## src/source/otp_part_pkg.sv

```systemverilog
/*
 * Widths, codes and the OTP word union shared by the read-only partition.
 * OTP is halfword addressed; a block and the digest are 64 bits wide.
 */
package otp_part_pkg;

  // One OTP block, also the digest width
  parameter int unsigned BlockWidth    = 64;
  // Bus read data
  parameter int unsigned BusDataWidth  = 32;

  // Byte and halfword addresses into the OTP macro
  parameter int unsigned ByteAddrWidth = 11;
  parameter int unsigned OtpAddrWidth  = 10;
  parameter int unsigned OtpAddrShift  = 1;

  // Bus word address, byte address without the two low bits
  parameter int unsigned BusAddrWidth  = 9;

  // Number of halfwords minus one
  parameter int unsigned OtpSizeWidth  = 2;

  typedef enum logic {
    ReadRaw = 1'b0,
    Read    = 1'b1
  } otp_cmd_e;

  typedef enum logic [2:0] {
    NoError             = 3'd0,
    MacroError          = 3'd1,
    MacroEccCorrError   = 3'd2,
    MacroEccUncorrError = 3'd3,
    AccessError         = 3'd4,
    FsmStateError       = 3'd5
  } otp_err_e;

  // Read word, seen as a digest block or as a bus word in the low half
  typedef union packed {
    logic [BlockWidth-1:0] block;
    struct packed {
      logic [BlockWidth-BusDataWidth-1:0] unused;
      logic [BusDataWidth-1:0]            data;
    } word;
  } otp_block_u;

endpackage

```

## src/source/otp_part_init.sv

```systemverilog
/*
 * Reads the partition digest once per reset and holds it.
 * A failed read or a fatal condition stops init until the next reset.
 */
`timescale 1ns/1ps

module otp_part_init (
  input  logic                                clk_i,
  input  logic                                rst_ni,
  input  logic                                init_req_i,
  input  logic                                fatal_i,
  output logic                                init_req_o,
  input  logic                                init_gnt_i,
  input  logic                                init_rvalid_i,
  input  logic                                init_ok_i,
  input  otp_part_pkg::otp_block_u            otp_rdata_i,
  output logic                                init_done_o,
  output logic [otp_part_pkg::BlockWidth-1:0] digest_o
);

  // State codes
  localparam logic [1:0] ResetSt = 2'd0;
  localparam logic [1:0] ReqSt   = 2'd1;
  localparam logic [1:0] WaitSt  = 2'd2;
  localparam logic [1:0] DoneSt  = 2'd3;

  logic [1:0] state_d, state_q;
  logic       digest_en;

  always_comb begin
    state_d    = state_q;
    init_req_o = 1'b0;
    digest_en  = 1'b0;
    case (state_q)
      ResetSt: begin
        if (init_req_i) begin
          state_d = ReqSt;
        end
      end
      // Hold the request until the macro takes it
      ReqSt: begin
        init_req_o = 1'b1;
        if (init_gnt_i) begin
          state_d = WaitSt;
        end
      end
      // A bad response drops back, the port has gone fatal by then
      WaitSt: begin
        if (init_rvalid_i) begin
          if (init_ok_i) begin
            digest_en = 1'b1;
            state_d   = DoneSt;
          end else begin
            state_d = ResetSt;
          end
        end
      end
      default: begin
        state_d = DoneSt;
      end
    endcase
    // Terminal condition parks the sequencer for good
    if (fatal_i) begin
      state_d = ResetSt;
    end
  end

  always_ff @(posedge clk_i or negedge rst_ni) begin
    if (!rst_ni) begin
      state_q <= ResetSt;
    end else begin
      state_q <= state_d;
    end
  end

  // Digest holds the whole block
  always_ff @(posedge clk_i) begin
    if (digest_en) begin
      digest_o <= otp_rdata_i.block;
    end
  end

  assign init_done_o = (state_q == DoneSt);

endmodule

```

## src/source/otp_part_read.sv

```systemverilog
/*
 * Serves one 32-bit bus read at a time from the partition window.
 * Out-of-window or locked reads return a bus error without an OTP access.
 */
`timescale 1ns/1ps

module otp_part_read #(
  parameter int unsigned PartOffset = 64,
  parameter int unsigned PartSize   = 128
) (
  input  logic                                    clk_i,
  input  logic                                    rst_ni,
  input  logic                                    init_done_i,
  input  logic                                    fatal_i,
  input  logic                                    read_lock_i,
  input  logic                                    bus_req_i,
  input  logic [otp_part_pkg::BusAddrWidth-1:0]   bus_addr_i,
  output logic                                    bus_gnt_o,
  output logic                                    bus_rvalid_o,
  output logic [1:0]                              bus_rerror_o,
  output logic [otp_part_pkg::BusDataWidth-1:0]   bus_rdata_o,
  output logic                                    rd_req_o,
  output logic [otp_part_pkg::OtpAddrWidth-1:0]   rd_addr_o,
  input  logic                                    rd_gnt_i,
  input  logic                                    rd_rvalid_i,
  input  logic                                    rd_ok_i,
  input  otp_part_pkg::otp_block_u                otp_rdata_i,
  output logic                                    access_err_o
);

  import otp_part_pkg::*;

  // Window bounds, one bit wider so the end cannot wrap
  localparam logic [ByteAddrWidth:0] PartStart = (ByteAddrWidth+1)'(PartOffset);
  localparam logic [ByteAddrWidth:0] PartEnd   = (ByteAddrWidth+1)'(PartOffset + PartSize);

  localparam logic [1:0] IdleSt = 2'd0;
  localparam logic [1:0] ReadSt = 2'd1;
  localparam logic [1:0] WaitSt = 2'd2;

  logic [1:0]               state_d, state_q;
  logic [BusAddrWidth-1:0]  addr_q;
  logic [ByteAddrWidth-1:0] byte_addr;
  logic                     in_range;

  assign byte_addr = {addr_q, 2'b00};
  assign in_range  = ({1'b0, byte_addr} >= PartStart) && ({1'b0, byte_addr} < PartEnd);
  assign rd_addr_o = byte_addr[ByteAddrWidth-1:OtpAddrShift];

  ////////////////////////////////////////////////////////////////////////////
  // Read FSM
  ////////////////////////////////////////////////////////////////////////////

  always_comb begin
    state_d      = state_q;
    bus_gnt_o    = 1'b0;
    bus_rvalid_o = 1'b0;
    bus_rerror_o = 2'b00;
    rd_req_o     = 1'b0;
    access_err_o = 1'b0;
    case (state_q)
      // Terminal state still grants, so the requester never hangs
      IdleSt: begin
        if (bus_req_i && (init_done_i || fatal_i)) begin
          bus_gnt_o = 1'b1;
          state_d   = ReadSt;
        end
      end
      ReadSt: begin
        if (fatal_i || !in_range || read_lock_i) begin
          bus_rvalid_o = 1'b1;
          bus_rerror_o = 2'b11;
          // Soft error only, the port latches AccessError
          access_err_o = !fatal_i;
          state_d      = IdleSt;
        end else begin
          rd_req_o = 1'b1;
          if (rd_gnt_i) begin
            state_d = WaitSt;
          end
        end
      end
      // Answer in the same cycle as the macro response
      WaitSt: begin
        if (rd_rvalid_i) begin
          bus_rvalid_o = 1'b1;
          bus_rerror_o = rd_ok_i ? 2'b00 : 2'b11;
          state_d      = IdleSt;
        end
      end
      default: begin
        state_d = IdleSt;
      end
    endcase
  end

  // No data leaves on an error
  assign bus_rdata_o = (bus_rvalid_o && bus_rerror_o == 2'b00) ? otp_rdata_i.word.data : '0;

  always_ff @(posedge clk_i or negedge rst_ni) begin
    if (!rst_ni) begin
      state_q <= IdleSt;
    end else begin
      state_q <= state_d;
    end
  end

  // Address is taken with the grant
  always_ff @(posedge clk_i) begin
    if (bus_gnt_o) begin
      addr_q <= bus_addr_i;
    end
  end

endmodule

```

## src/source/otp_part_port.sv

```systemverilog
/*
 * Shares the single OTP macro port between init and read engines.
 * Only one OTP access may be outstanding; init has priority when both ask.
 * Holds the partition error code and the terminal error latch.
 */
`timescale 1ns/1ps

module otp_part_port #(
  parameter int unsigned PartOffset = 64,
  parameter int unsigned PartSize   = 128,
  parameter bit          Integrity  = 1'b1
) (
  input  logic                                  clk_i,
  input  logic                                  rst_ni,
  input  logic                                  escalate_i,
  input  logic                                  init_req_i,
  output logic                                  init_gnt_o,
  output logic                                  init_rvalid_o,
  output logic                                  init_ok_o,
  input  logic                                  rd_req_i,
  input  logic [otp_part_pkg::OtpAddrWidth-1:0] rd_addr_i,
  output logic                                  rd_gnt_o,
  output logic                                  rd_rvalid_o,
  output logic                                  rd_ok_o,
  input  logic                                  bus_grant_i,
  input  logic                                  access_err_i,
  output logic                                  otp_req_o,
  output otp_part_pkg::otp_cmd_e                otp_cmd_o,
  output logic [otp_part_pkg::OtpSizeWidth-1:0] otp_size_o,
  output logic [otp_part_pkg::OtpAddrWidth-1:0] otp_addr_o,
  input  logic                                  otp_gnt_i,
  input  logic                                  otp_rvalid_i,
  input  otp_part_pkg::otp_err_e                otp_err_i,
  output otp_part_pkg::otp_err_e                error_o,
  output logic                                  fatal_o,
  output logic                                  fsm_err_o
);

  import otp_part_pkg::*;

  // Digest sits in the last block of the partition
  localparam int unsigned DigestByte = PartOffset + PartSize - BlockWidth / 8;
  localparam logic [OtpAddrWidth-1:0] DigestAddr = OtpAddrWidth'(DigestByte >> OtpAddrShift);
  // Sizes count 16-bit halfwords minus one
  localparam logic [OtpSizeWidth-1:0] DigestSize = OtpSizeWidth'(BlockWidth / 16 - 1);
  localparam logic [OtpSizeWidth-1:0] WordSize   = OtpSizeWidth'(BusDataWidth / 16 - 1);

  logic     owner_q;
  logic     fatal_d, fatal_q;
  logic     resp_ok;
  otp_err_e otp_err;
  otp_err_e error_d, error_q;

  ////////////////////////////////////////////////////////////////////////////
  // Request side
  ////////////////////////////////////////////////////////////////////////////

  // Nothing reaches the macro once terminal
  assign otp_req_o  = !fatal_q && (init_req_i || rd_req_i);
  assign otp_cmd_o  = Integrity ? Read : ReadRaw;
  assign otp_addr_o = init_req_i ? DigestAddr : rd_addr_i;
  assign otp_size_o = init_req_i ? DigestSize : WordSize;
  assign init_gnt_o = otp_req_o && otp_gnt_i && init_req_i;
  assign rd_gnt_o   = otp_req_o && otp_gnt_i && !init_req_i;

  ////////////////////////////////////////////////////////////////////////////
  // Response side
  ////////////////////////////////////////////////////////////////////////////

  // Without integrity the ECC codes carry no meaning
  always_comb begin
    otp_err = otp_err_i;
    if (!Integrity && otp_err_i inside {MacroEccCorrError, MacroEccUncorrError}) begin
      otp_err = NoError;
    end
  end

  // Corrected data is still good
  assign resp_ok       = !fatal_q && (otp_err inside {NoError, MacroEccCorrError});
  assign init_rvalid_o = otp_rvalid_i && owner_q;
  assign init_ok_o     = resp_ok;
  assign rd_rvalid_o   = otp_rvalid_i && !owner_q;
  assign rd_ok_o       = resp_ok;

  // Error register and terminal latch
  always_comb begin
    error_d   = error_q;
    fatal_d   = fatal_q;
    fsm_err_o = 1'b0;
    if (!fatal_q) begin
      if (bus_grant_i) begin
        error_d = NoError;
      end
      if (access_err_i) begin
        error_d = AccessError;
      end
      if (otp_rvalid_i && otp_err != NoError) begin
        error_d = otp_err;
        fatal_d = (otp_err != MacroEccCorrError);
      end
      // Single pulse, the latch masks it afterwards
      if (escalate_i) begin
        fsm_err_o = 1'b1;
        fatal_d   = 1'b1;
        if (error_d == NoError) begin
          error_d = FsmStateError;
        end
      end
    end
  end

  always_ff @(posedge clk_i or negedge rst_ni) begin
    if (!rst_ni) begin
      owner_q <= 1'b0;
      fatal_q <= 1'b0;
      error_q <= NoError;
    end else begin
      fatal_q <= fatal_d;
      error_q <= error_d;
      // Response goes back to whoever got the grant
      if (otp_req_o && otp_gnt_i) begin
        owner_q <= init_req_i;
      end
    end
  end

  assign error_o = error_q;
  assign fatal_o = fatal_q;

endmodule

```

## src/source/otp_part_lock.sv

```systemverilog
/*
 * Registered read and write locks, both locked out of reset.
 * An uninitialized partition is always locked.
 */
`timescale 1ns/1ps

module otp_part_lock #(
  parameter bit ReadLockByDigest  = 1'b0,
  parameter bit WriteLockByDigest = 1'b1
) (
  input  logic                                clk_i,
  input  logic                                rst_ni,
  input  logic                                init_done_i,
  input  logic [otp_part_pkg::BlockWidth-1:0] digest_i,
  input  logic                                read_lock_i,
  input  logic                                write_lock_i,
  output logic                                read_lock_o,
  output logic                                write_lock_o
);

  logic digest_set;

  // A written digest means the partition is sealed
  assign digest_set = (digest_i != '0);

  always_ff @(posedge clk_i or negedge rst_ni) begin
    if (!rst_ni) begin
      read_lock_o  <= 1'b1;
      write_lock_o <= 1'b1;
    end else begin
      read_lock_o  <= !init_done_i || read_lock_i || (ReadLockByDigest && digest_set);
      write_lock_o <= !init_done_i || write_lock_i || (WriteLockByDigest && digest_set);
    end
  end

endmodule

```

## src/source/otp_part_top.sv

```systemverilog
/*
 * Read-only OTP partition with its digest.
 * Offset and size must be block aligned; the last block holds the digest.
 */
`timescale 1ns/1ps

module otp_part_top #(
  parameter int unsigned PartOffset        = 64,
  parameter int unsigned PartSize          = 128,
  parameter bit          Integrity         = 1'b1,
  parameter bit          ReadLockByDigest  = 1'b0,
  parameter bit          WriteLockByDigest = 1'b1
) (
  input  logic                                  clk_i,
  input  logic                                  rst_ni,
  // Init and escalation
  input  logic                                  init_req_i,
  output logic                                  init_done_o,
  input  logic                                  escalate_i,
  output otp_part_pkg::otp_err_e                error_o,
  output logic                                  fsm_err_o,
  // Locks and digest
  input  logic                                  read_lock_i,
  input  logic                                  write_lock_i,
  output logic                                  read_lock_o,
  output logic                                  write_lock_o,
  output logic [otp_part_pkg::BlockWidth-1:0]   digest_o,
  // Bus read port
  input  logic                                  bus_req_i,
  output logic                                  bus_gnt_o,
  input  logic [otp_part_pkg::BusAddrWidth-1:0] bus_addr_i,
  output logic [1:0]                            bus_rerror_o,
  output logic                                  bus_rvalid_o,
  output logic [otp_part_pkg::BusDataWidth-1:0] bus_rdata_o,
  // OTP macro port
  output logic                                  otp_req_o,
  output otp_part_pkg::otp_cmd_e                otp_cmd_o,
  output logic [otp_part_pkg::OtpSizeWidth-1:0] otp_size_o,
  output logic [otp_part_pkg::OtpAddrWidth-1:0] otp_addr_o,
  input  logic                                  otp_gnt_i,
  input  logic                                  otp_rvalid_i,
  input  otp_part_pkg::otp_block_u              otp_rdata_i,
  input  otp_part_pkg::otp_err_e                otp_err_i
);

  import otp_part_pkg::*;

  // Init sequencer to port
  logic init_req, init_gnt, init_rvalid, init_ok;
  // Read engine to port
  logic                    rd_req, rd_gnt, rd_rvalid, rd_ok;
  logic [OtpAddrWidth-1:0] rd_addr;
  logic                    fatal, access_err;

  otp_part_init otp_part_init_inst (
    .clk_i         (clk_i),
    .rst_ni        (rst_ni),
    .init_req_i    (init_req_i),
    .fatal_i       (fatal),
    .init_req_o    (init_req),
    .init_gnt_i    (init_gnt),
    .init_rvalid_i (init_rvalid),
    .init_ok_i     (init_ok),
    .otp_rdata_i   (otp_rdata_i),
    .init_done_o   (init_done_o),
    .digest_o      (digest_o)
  );

  otp_part_read #(
    .PartOffset (PartOffset),
    .PartSize   (PartSize)
  ) otp_part_read_inst (
    .clk_i        (clk_i),
    .rst_ni       (rst_ni),
    .init_done_i  (init_done_o),
    .fatal_i      (fatal),
    .read_lock_i  (read_lock_o),
    .bus_req_i    (bus_req_i),
    .bus_addr_i   (bus_addr_i),
    .bus_gnt_o    (bus_gnt_o),
    .bus_rvalid_o (bus_rvalid_o),
    .bus_rerror_o (bus_rerror_o),
    .bus_rdata_o  (bus_rdata_o),
    .rd_req_o     (rd_req),
    .rd_addr_o    (rd_addr),
    .rd_gnt_i     (rd_gnt),
    .rd_rvalid_i  (rd_rvalid),
    .rd_ok_i      (rd_ok),
    .otp_rdata_i  (otp_rdata_i),
    .access_err_o (access_err)
  );

  otp_part_port #(
    .PartOffset (PartOffset),
    .PartSize   (PartSize),
    .Integrity  (Integrity)
  ) otp_part_port_inst (
    .clk_i         (clk_i),
    .rst_ni        (rst_ni),
    .escalate_i    (escalate_i),
    .init_req_i    (init_req),
    .init_gnt_o    (init_gnt),
    .init_rvalid_o (init_rvalid),
    .init_ok_o     (init_ok),
    .rd_req_i      (rd_req),
    .rd_addr_i     (rd_addr),
    .rd_gnt_o      (rd_gnt),
    .rd_rvalid_o   (rd_rvalid),
    .rd_ok_o       (rd_ok),
    .bus_grant_i   (bus_gnt_o),
    .access_err_i  (access_err),
    .otp_req_o     (otp_req_o),
    .otp_cmd_o     (otp_cmd_o),
    .otp_size_o    (otp_size_o),
    .otp_addr_o    (otp_addr_o),
    .otp_gnt_i     (otp_gnt_i),
    .otp_rvalid_i  (otp_rvalid_i),
    .otp_err_i     (otp_err_i),
    .error_o       (error_o),
    .fatal_o       (fatal),
    .fsm_err_o     (fsm_err_o)
  );

  otp_part_lock #(
    .ReadLockByDigest  (ReadLockByDigest),
    .WriteLockByDigest (WriteLockByDigest)
  ) otp_part_lock_inst (
    .clk_i        (clk_i),
    .rst_ni       (rst_ni),
    .init_done_i  (init_done_o),
    .digest_i     (digest_o),
    .read_lock_i  (read_lock_i),
    .write_lock_i (write_lock_i),
    .read_lock_o  (read_lock_o),
    .write_lock_o (write_lock_o)
  );

endmodule

```

## config.mk

```make
export PLATFORM = sky130hd
export DESIGN_NAME = otp_part_top
export DESIGN_NICKNAME = d
export VERILOG_FILES = /design/src/source/otp_part_pkg.sv /design/src/source/otp_part_init.sv /design/src/source/otp_part_read.sv /design/src/source/otp_part_port.sv /design/src/source/otp_part_lock.sv /design/src/source/otp_part_top.sv
export SDC_FILE = /design/constraint.sdc
export NUM_CORES = 1
export LEC_CHECK = 0
export ABC_CLOCK_PERIOD_IN_PS = 5770
export BUFFER_PORTS_ARGS = -buffer_cell sky130_fd_sc_hd__buf_2
export CAP_MARGIN = 5
export CORE_UTILIZATION = 39
export DETAILED_ROUTE_END_ITERATION = 7
export GPL_ROUTABILITY_DRIVEN = 0
export HOLD_SLACK_MARGIN = 0.06
export PLACE_DENSITY = 0.76
export SETUP_SLACK_MARGIN = 0.2
export SYNTH_ARGS = -nofsm -noshare
export SYNTH_HDL_FRONTEND = slang
export SYNTH_SLANG_ARGS = --single-unit
```

## constraint.sdc

```tcl
create_clock -name clk_i -period 5.77 [get_ports clk_i]
set_input_delay 0.8655 -clock clk_i [delete_from_list [all_inputs] [get_ports clk_i]]
set_output_delay 0.8655 -clock clk_i [all_outputs]
set_load 0.01 [all_outputs]
```

---- Yosys cells after proc, flatten, opt, wreduce, memory -nomap -nowiden ----
Cells that the tools add are included.
cells by class
  $lt $le $gt $ge ......................... 2
  equality and inequality tests ........... 13
  mux-type cells .......................... 42
  reductions and logical operators ........ 33
operator list
  operator                                                            count
  nonzero test 64 bit                                                 1
  two-way mux 32 bit                                                  1
  two-way mux 2 bit                                                   13
  two-way mux 3 bit                                                   6
  two-way mux 1 bit                                                   17
  inequality test 3 x 2 -> 1 bit, second input constant               4
  case mux 2 bit (3 select lines)                                     2
  greater-or-equal comparator 11 x 7 -> 1 bit, second input constant  1
  logical AND 1 bit                                                   11
  < comparator 11 x 8 -> 1 bit, second input constant                 1
  two-way mux 10 bit                                                  1
  logical OR 1 bit                                                    7
  equality test 2 bit, second input constant                          3
  logical NOT 2 bit                                                   3
  logical NOT 3 bit                                                   2
  AND reduction 3 bit                                                 2
  logical NOT 1 bit                                                   5
  equality test 2 x 1 -> 1 bit, second input constant                 2
  inequality test 2 x 1 -> 1 bit, second input constant               2
  case mux 2 bit (2 select lines)                                     1
  equality test 3 x 2 -> 1 bit, second input constant                 1
  inequality test 3 x 1 -> 1 bit, second input constant               1
  nonzero test 3 bit                                                  1
  case mux 1 bit (2 select lines)                                     1
  nonzero test 2 bit                                                  1
word-level totals
  flip-flop bits (word level) ............. 84
  input port bits ......................... 85
  output and inout bits ................... 121
  word-level logic and storage cells ...... 99

---- Longest topological paths before layout ----
  depth in word-level cells ............... 14
  depth in mapped cells ................... 7
  gate-level depth less buffers ........... 7

---- Modules after synthesis ----
Synthesis repeated with hierarchy kept, for this count alone.
unflattened totals
  cell total of the unflattened synthesis .. 247
  area, all modules ....................... 3530.9 um2
modules (own cells, without submodules)
  module         times used  cells each  area an instance (um2)  sequential area each (um2)
  otp_part_init  1           77          2047.0                  1971.9
  otp_part_read  1           89          849.6                   320.3
  otp_part_port  1           55          415.4                   125.1
  otp_part_lock  1           26          219.0                   52.6

---- Worst setup path after synthesis ----
Ideal clock, no wire load.
  path kind ............................... input -> register
  from .................................... input port otp_rvalid_i
  to ...................................... register otp_part_init_inst.digest_o[0] in the netlist's numbering, enable pin
  setup time .............................. 565 ps
  data arrival time ....................... 5501 ps
  data required time ...................... 5205 ps
  path slack .............................. -296 ps
  cell stages on the path ................. 3
  buffers on the path ..................... 1
  cell sequence ........................... buf_2 nand2b_1 nor3_1
on the way
  cells in the longest elaborated chain, start to end .. 3
ends and longest elaborated chain
  item                              line                 text
  from (decl)                       otp_part_top.sv:41   input logic otp_rvalid_i,
  logical AND 1 bit                 otp_part_port.sv:80  assign init_rvalid_o = otp_rvalid_i && owner_q;
  two-way mux 1 bit                 otp_part_init.sv:49  if (init_rvalid_i) begin
  two-way mux 1 bit                 otp_part_init.sv:34  case (state_q)
  net otp_part_init_inst.digest_en  otp_part_init.sv:28  logic digest_en;
  to (signal assigned)              otp_part_init.sv:79  digest_o <= otp_rdata_i.block;
  to (decl)                         otp_part_init.sv:18  output logic [otp_part_pkg::BlockWidth-1:0] digest_o
The timed path passes the listed nets, and every way through them passes these cells.
A chain may end at the register's enable or synchronous reset.

---- Worst setup path in the final report ----
  from .................................... register otp_part_read_inst.addr_q[6]
  to ...................................... output port bus_rdata_o[27] in the netlist's numbering
on the way
  cells in the longest elaborated chain, start to end .. 10
  elaborated cells on any way between the ends .. 13
  classes of those cells .................. order compare (2); mux (5); reduce/logical (6)
ends and longest elaborated chain
  item                                                                                                line                  text
  from (decl)                                                                                         otp_part_read.sv:42   logic [BusAddrWidth-1:0] addr_q;
  from (signal assigned)                                                                              otp_part_read.sv:111  addr_q <= bus_addr_i;
  greater-or-equal comparator 11 x 7 -> 1 bit / < comparator 11 x 8 -> 1 bit (equally long branches)  otp_part_read.sv:47   assign in_range = ({1'b0, byte_addr} >= PartStart) && ({1'b0, byte_addr} < PartEnd);
  logical AND 1 bit (*)                                                                               otp_part_read.sv:47
  logical NOT 1 bit (*)                                                                               otp_part_read.sv:70   if (fatal_i || !in_range || read_lock_i) begin
  logical OR 1 bit (*) (2 in series)                                                                  otp_part_read.sv:70
  two-way mux 2 bit                                                                                   otp_part_read.sv:70
  case mux 2 bit (2 select lines)                                                                     otp_part_read.sv:61   case (state_q)
  logical NOT 2 bit                                                                                   otp_part_read.sv:98   assign bus_rdata_o = (bus_rvalid_o && bus_rerror_o == 2'b00) ? otp_rdata_i.word.data : '0;
  logical AND 1 bit (*)                                                                               otp_part_read.sv:98
  two-way mux 32 bit (*)                                                                              otp_part_read.sv:98
  to (decl)                                                                                           otp_part_top.sv:34    output logic [otp_part_pkg::BusDataWidth-1:0] bus_rdata_o,
Every way passes the cells marked *; elsewhere a longest branch is shown, timed or not.

==> metrics.txt <==
most numerous cell in the Yosys netlist=edfxtp_1; CTS tree=built; Pleak=2.108 nW; most frequent cells after synthesis=edfxtp_1 (73), and2_1 (39), nor4_1 (16); Post-synth EDFFs=73; drt drc=0; grt ovf=0; ports placed on the boundary=206; run status=finished clean; final non-filler cell area=0.004751 mm^2; vias in the first global route=2719; Setup Viol. Count Final=0; die area=0.009222 mm^2; Post-CTS Resized=0; sequential-to-total area share from yosys stat=71.63%; Crit path required time=4.90 ns; HP Class=input port to async pin; Die Height=96.03 um; Synth top area share=63.57%; Worst-path clk slew=0.10 ns; via count=2727; number of distinct library cells after synthesis=40; total routed wirelength=9144 um; DR WL/cell=16.42 um; Max FO, Critical Path=32; pins over their slew limit=0; critical path type=flop to output port; initial core utilization=41.14%; CP arrival=2.59 ns; VDD IR max=0.1146 mV; number of synthesized register bits=84; fillcell total=711; highest clock rate=289.3 MHz; power density over the cells=263.7 mW/mm^2; Worst Skew=0.01650 ns; final core occ=56.68%; TritonCTS buffer count=9; worst skew pair latency=0.35 ns; Least-Margin Pin Slew=1.060 ns; Post-Syn Area=0.003448 mm^2; Worst Reg-to-Reg Cells=3; Sum Neg Setup Slack=0 ns; die width=96.03 um; Port Buffers=202; H-Tree Depth=3; YS warnings=0; DP Area=0.004548 mm^2; Std-Cell Rows=33; nature of the critical path endpoint=output port; largest net degree at the start of global routing=42; setup ws final=2.314 ns; hold_buf cts=0; Final Hold Vio Count=0; crit start category=flop; RSZ-0062 raised after global routing=no; first-pass GRT wire length=13250 um; Core ar.=0.008382 mm^2; WHS=0.3732 ns; number of max-cap violations=0; CTS Buffer Depth=2; Layout Nets=534; area grow syn2layout=37.77%; CTS Root Cell=clkbuf_8; initial DRC count=97; Final Critical Period=3.456 ns; total clock sinks=84; crit share post-route=59.90%; Post-CTS Setup Inserts=0; largest cells by area after synthesis=edfxtp_1 (64%), and2_1 (7.1%), dfrtp_1 (6.5%), nor4_1 (2.9%), dfstp_2 (1.5%); Pre-antenna DRT Iters=4; antenna violations before repair=0; Slew Limit Headroom=29.11%; ys flop type=edfxtp_1; fraction of layout cells with a size suffix above 1=51.00%; pre-CTS setup slack=2.455 ns; Async SR Flop Fraction=13.10%; gr usage total=19.87%; Syn Area/Cell=14.25 um^2; post-synth top area cell=edfxtp_1; routed vias/inst=4.896; Synth Instances=242; Routed Antenna Nets=0; final HPWL from detailed placement=7146 um
where the power goes:
group | switching [mW] | leakage (nW) | total, mW | internal (mW)
Sequential | 0.00960 | 0.793 | 0.690 | 0.680
Combinational | 0.0808 | 1.21 | 0.147 | 0.0662
Clock | 0.244 | 0.103 | 0.416 | 0.172
cell usage in the layout (no fill, tap or decap), types with 3 or more instances in the layout:
cell	instances
buf_2	202
edfxtp_1	73
and2_1	39
nor4_1	16
nand2_1	12
o21ai_0	10
inv_1	9
clkbuf_8	9
dfrtp_1	9
nand2b_1	8
nor2_1	8
a21oi_1	6
nand4_1	5
nor2b_1	3
ha_1	3
conb_1	3
inv_8	3
stage by stage:
stage,cells,power [mW]
detailed placement,540,0.8523
CTS,556,1.267
floorplan,243,0.7862
global route,556,1.310
finish,557,1.253
global placement,540,0.8492
final cells by class:
cell class                 instances  area [um^2]  share of cell area (%)
inverter                           9        33.78                  0.7111
clock buffer                       9        123.9                   2.607
sequential                        84         2470                   51.99
antenna                            1        2.502                 0.05267
timing repair buffer             203         1018                   21.44
multi-input combinational        139        894.6                   18.83
clock inverter                     7        76.32                   1.607
tap                              105        131.4                   2.765
worst paths after layout:
| kind | from | slack [ns] | endpoint |
|---|---|---|---|
| max in group asynchronous | rst_ni | 5.12 | otp_part_lock_inst.write_lock_o |
| setup reg to reg | otp_part_port_inst.fatal_o | 3.04 | otp_part_init_inst.digest_o[20] |
| setup / recovery | otp_part_read_inst.addr_q[6] | 2.31 | bus_rdata_o[27] |
| hold / removal | rst_ni | 0.37 | otp_part_port_inst.owner_q |
| min in group clk_i | otp_part_init_inst.digest_o[41] | 0.52 | otp_part_lock_inst.write_lock_o |
| hold reg to reg | otp_part_init_inst.digest_o[41] | 0.52 | otp_part_lock_inst.write_lock_o |
worst max-delay path, stage by stage, from the launching register on:
cell	delay, ns
edfxtp_1	0.43
nor4_4	0.46
nand2_1	0.15
nand2_1	0.11
and4_1	0.73
and2_1	0.23
buf_2	0.13
per-layer routing:
metal / share of wire (%) / global-route usage [%] / up-vias / routed length, um
met5: 0 / 0 / - / 0
met4: 1.1 / 7.960 / 0 / 104
met3: 7.7 / 6.082 / 8 / 706
met2: 55 / 35.76 / 138 / 5014
met1: 36 / 21.66 / 1291 / 3319
li1: - / - / 1290 / -
flip-flops by register name (all words and copies together) (netlist names):
signal and count:
otp_part_port_inst.error_o 3, otp_part_port_inst.fatal_o 1, otp_part_lock_inst.write_lock_o 1, otp_part_init_inst.state_q 2
otp_part_port_inst.owner_q 1, otp_part_read_inst.addr_q 9, otp_part_read_inst.state_q 2, otp_part_lock_inst.read_lock_o 1
otp_part_init_inst.digest_o 64
cells by family after synthesis:
logic type | count (synthesis) | synth area share (%)
simple gates | 100 | 17.09
buf+inv | 20 | 2.867
flops | 84 | 71.63
other cells | 2 | 0.2178
mux | 3 | 0.9434
compound gates | 29 | 5.915
fa+ha+maj | 3 | 1.089
xor+xnor | 1 | 0.2540
Power figures use the tool's default switching activity.
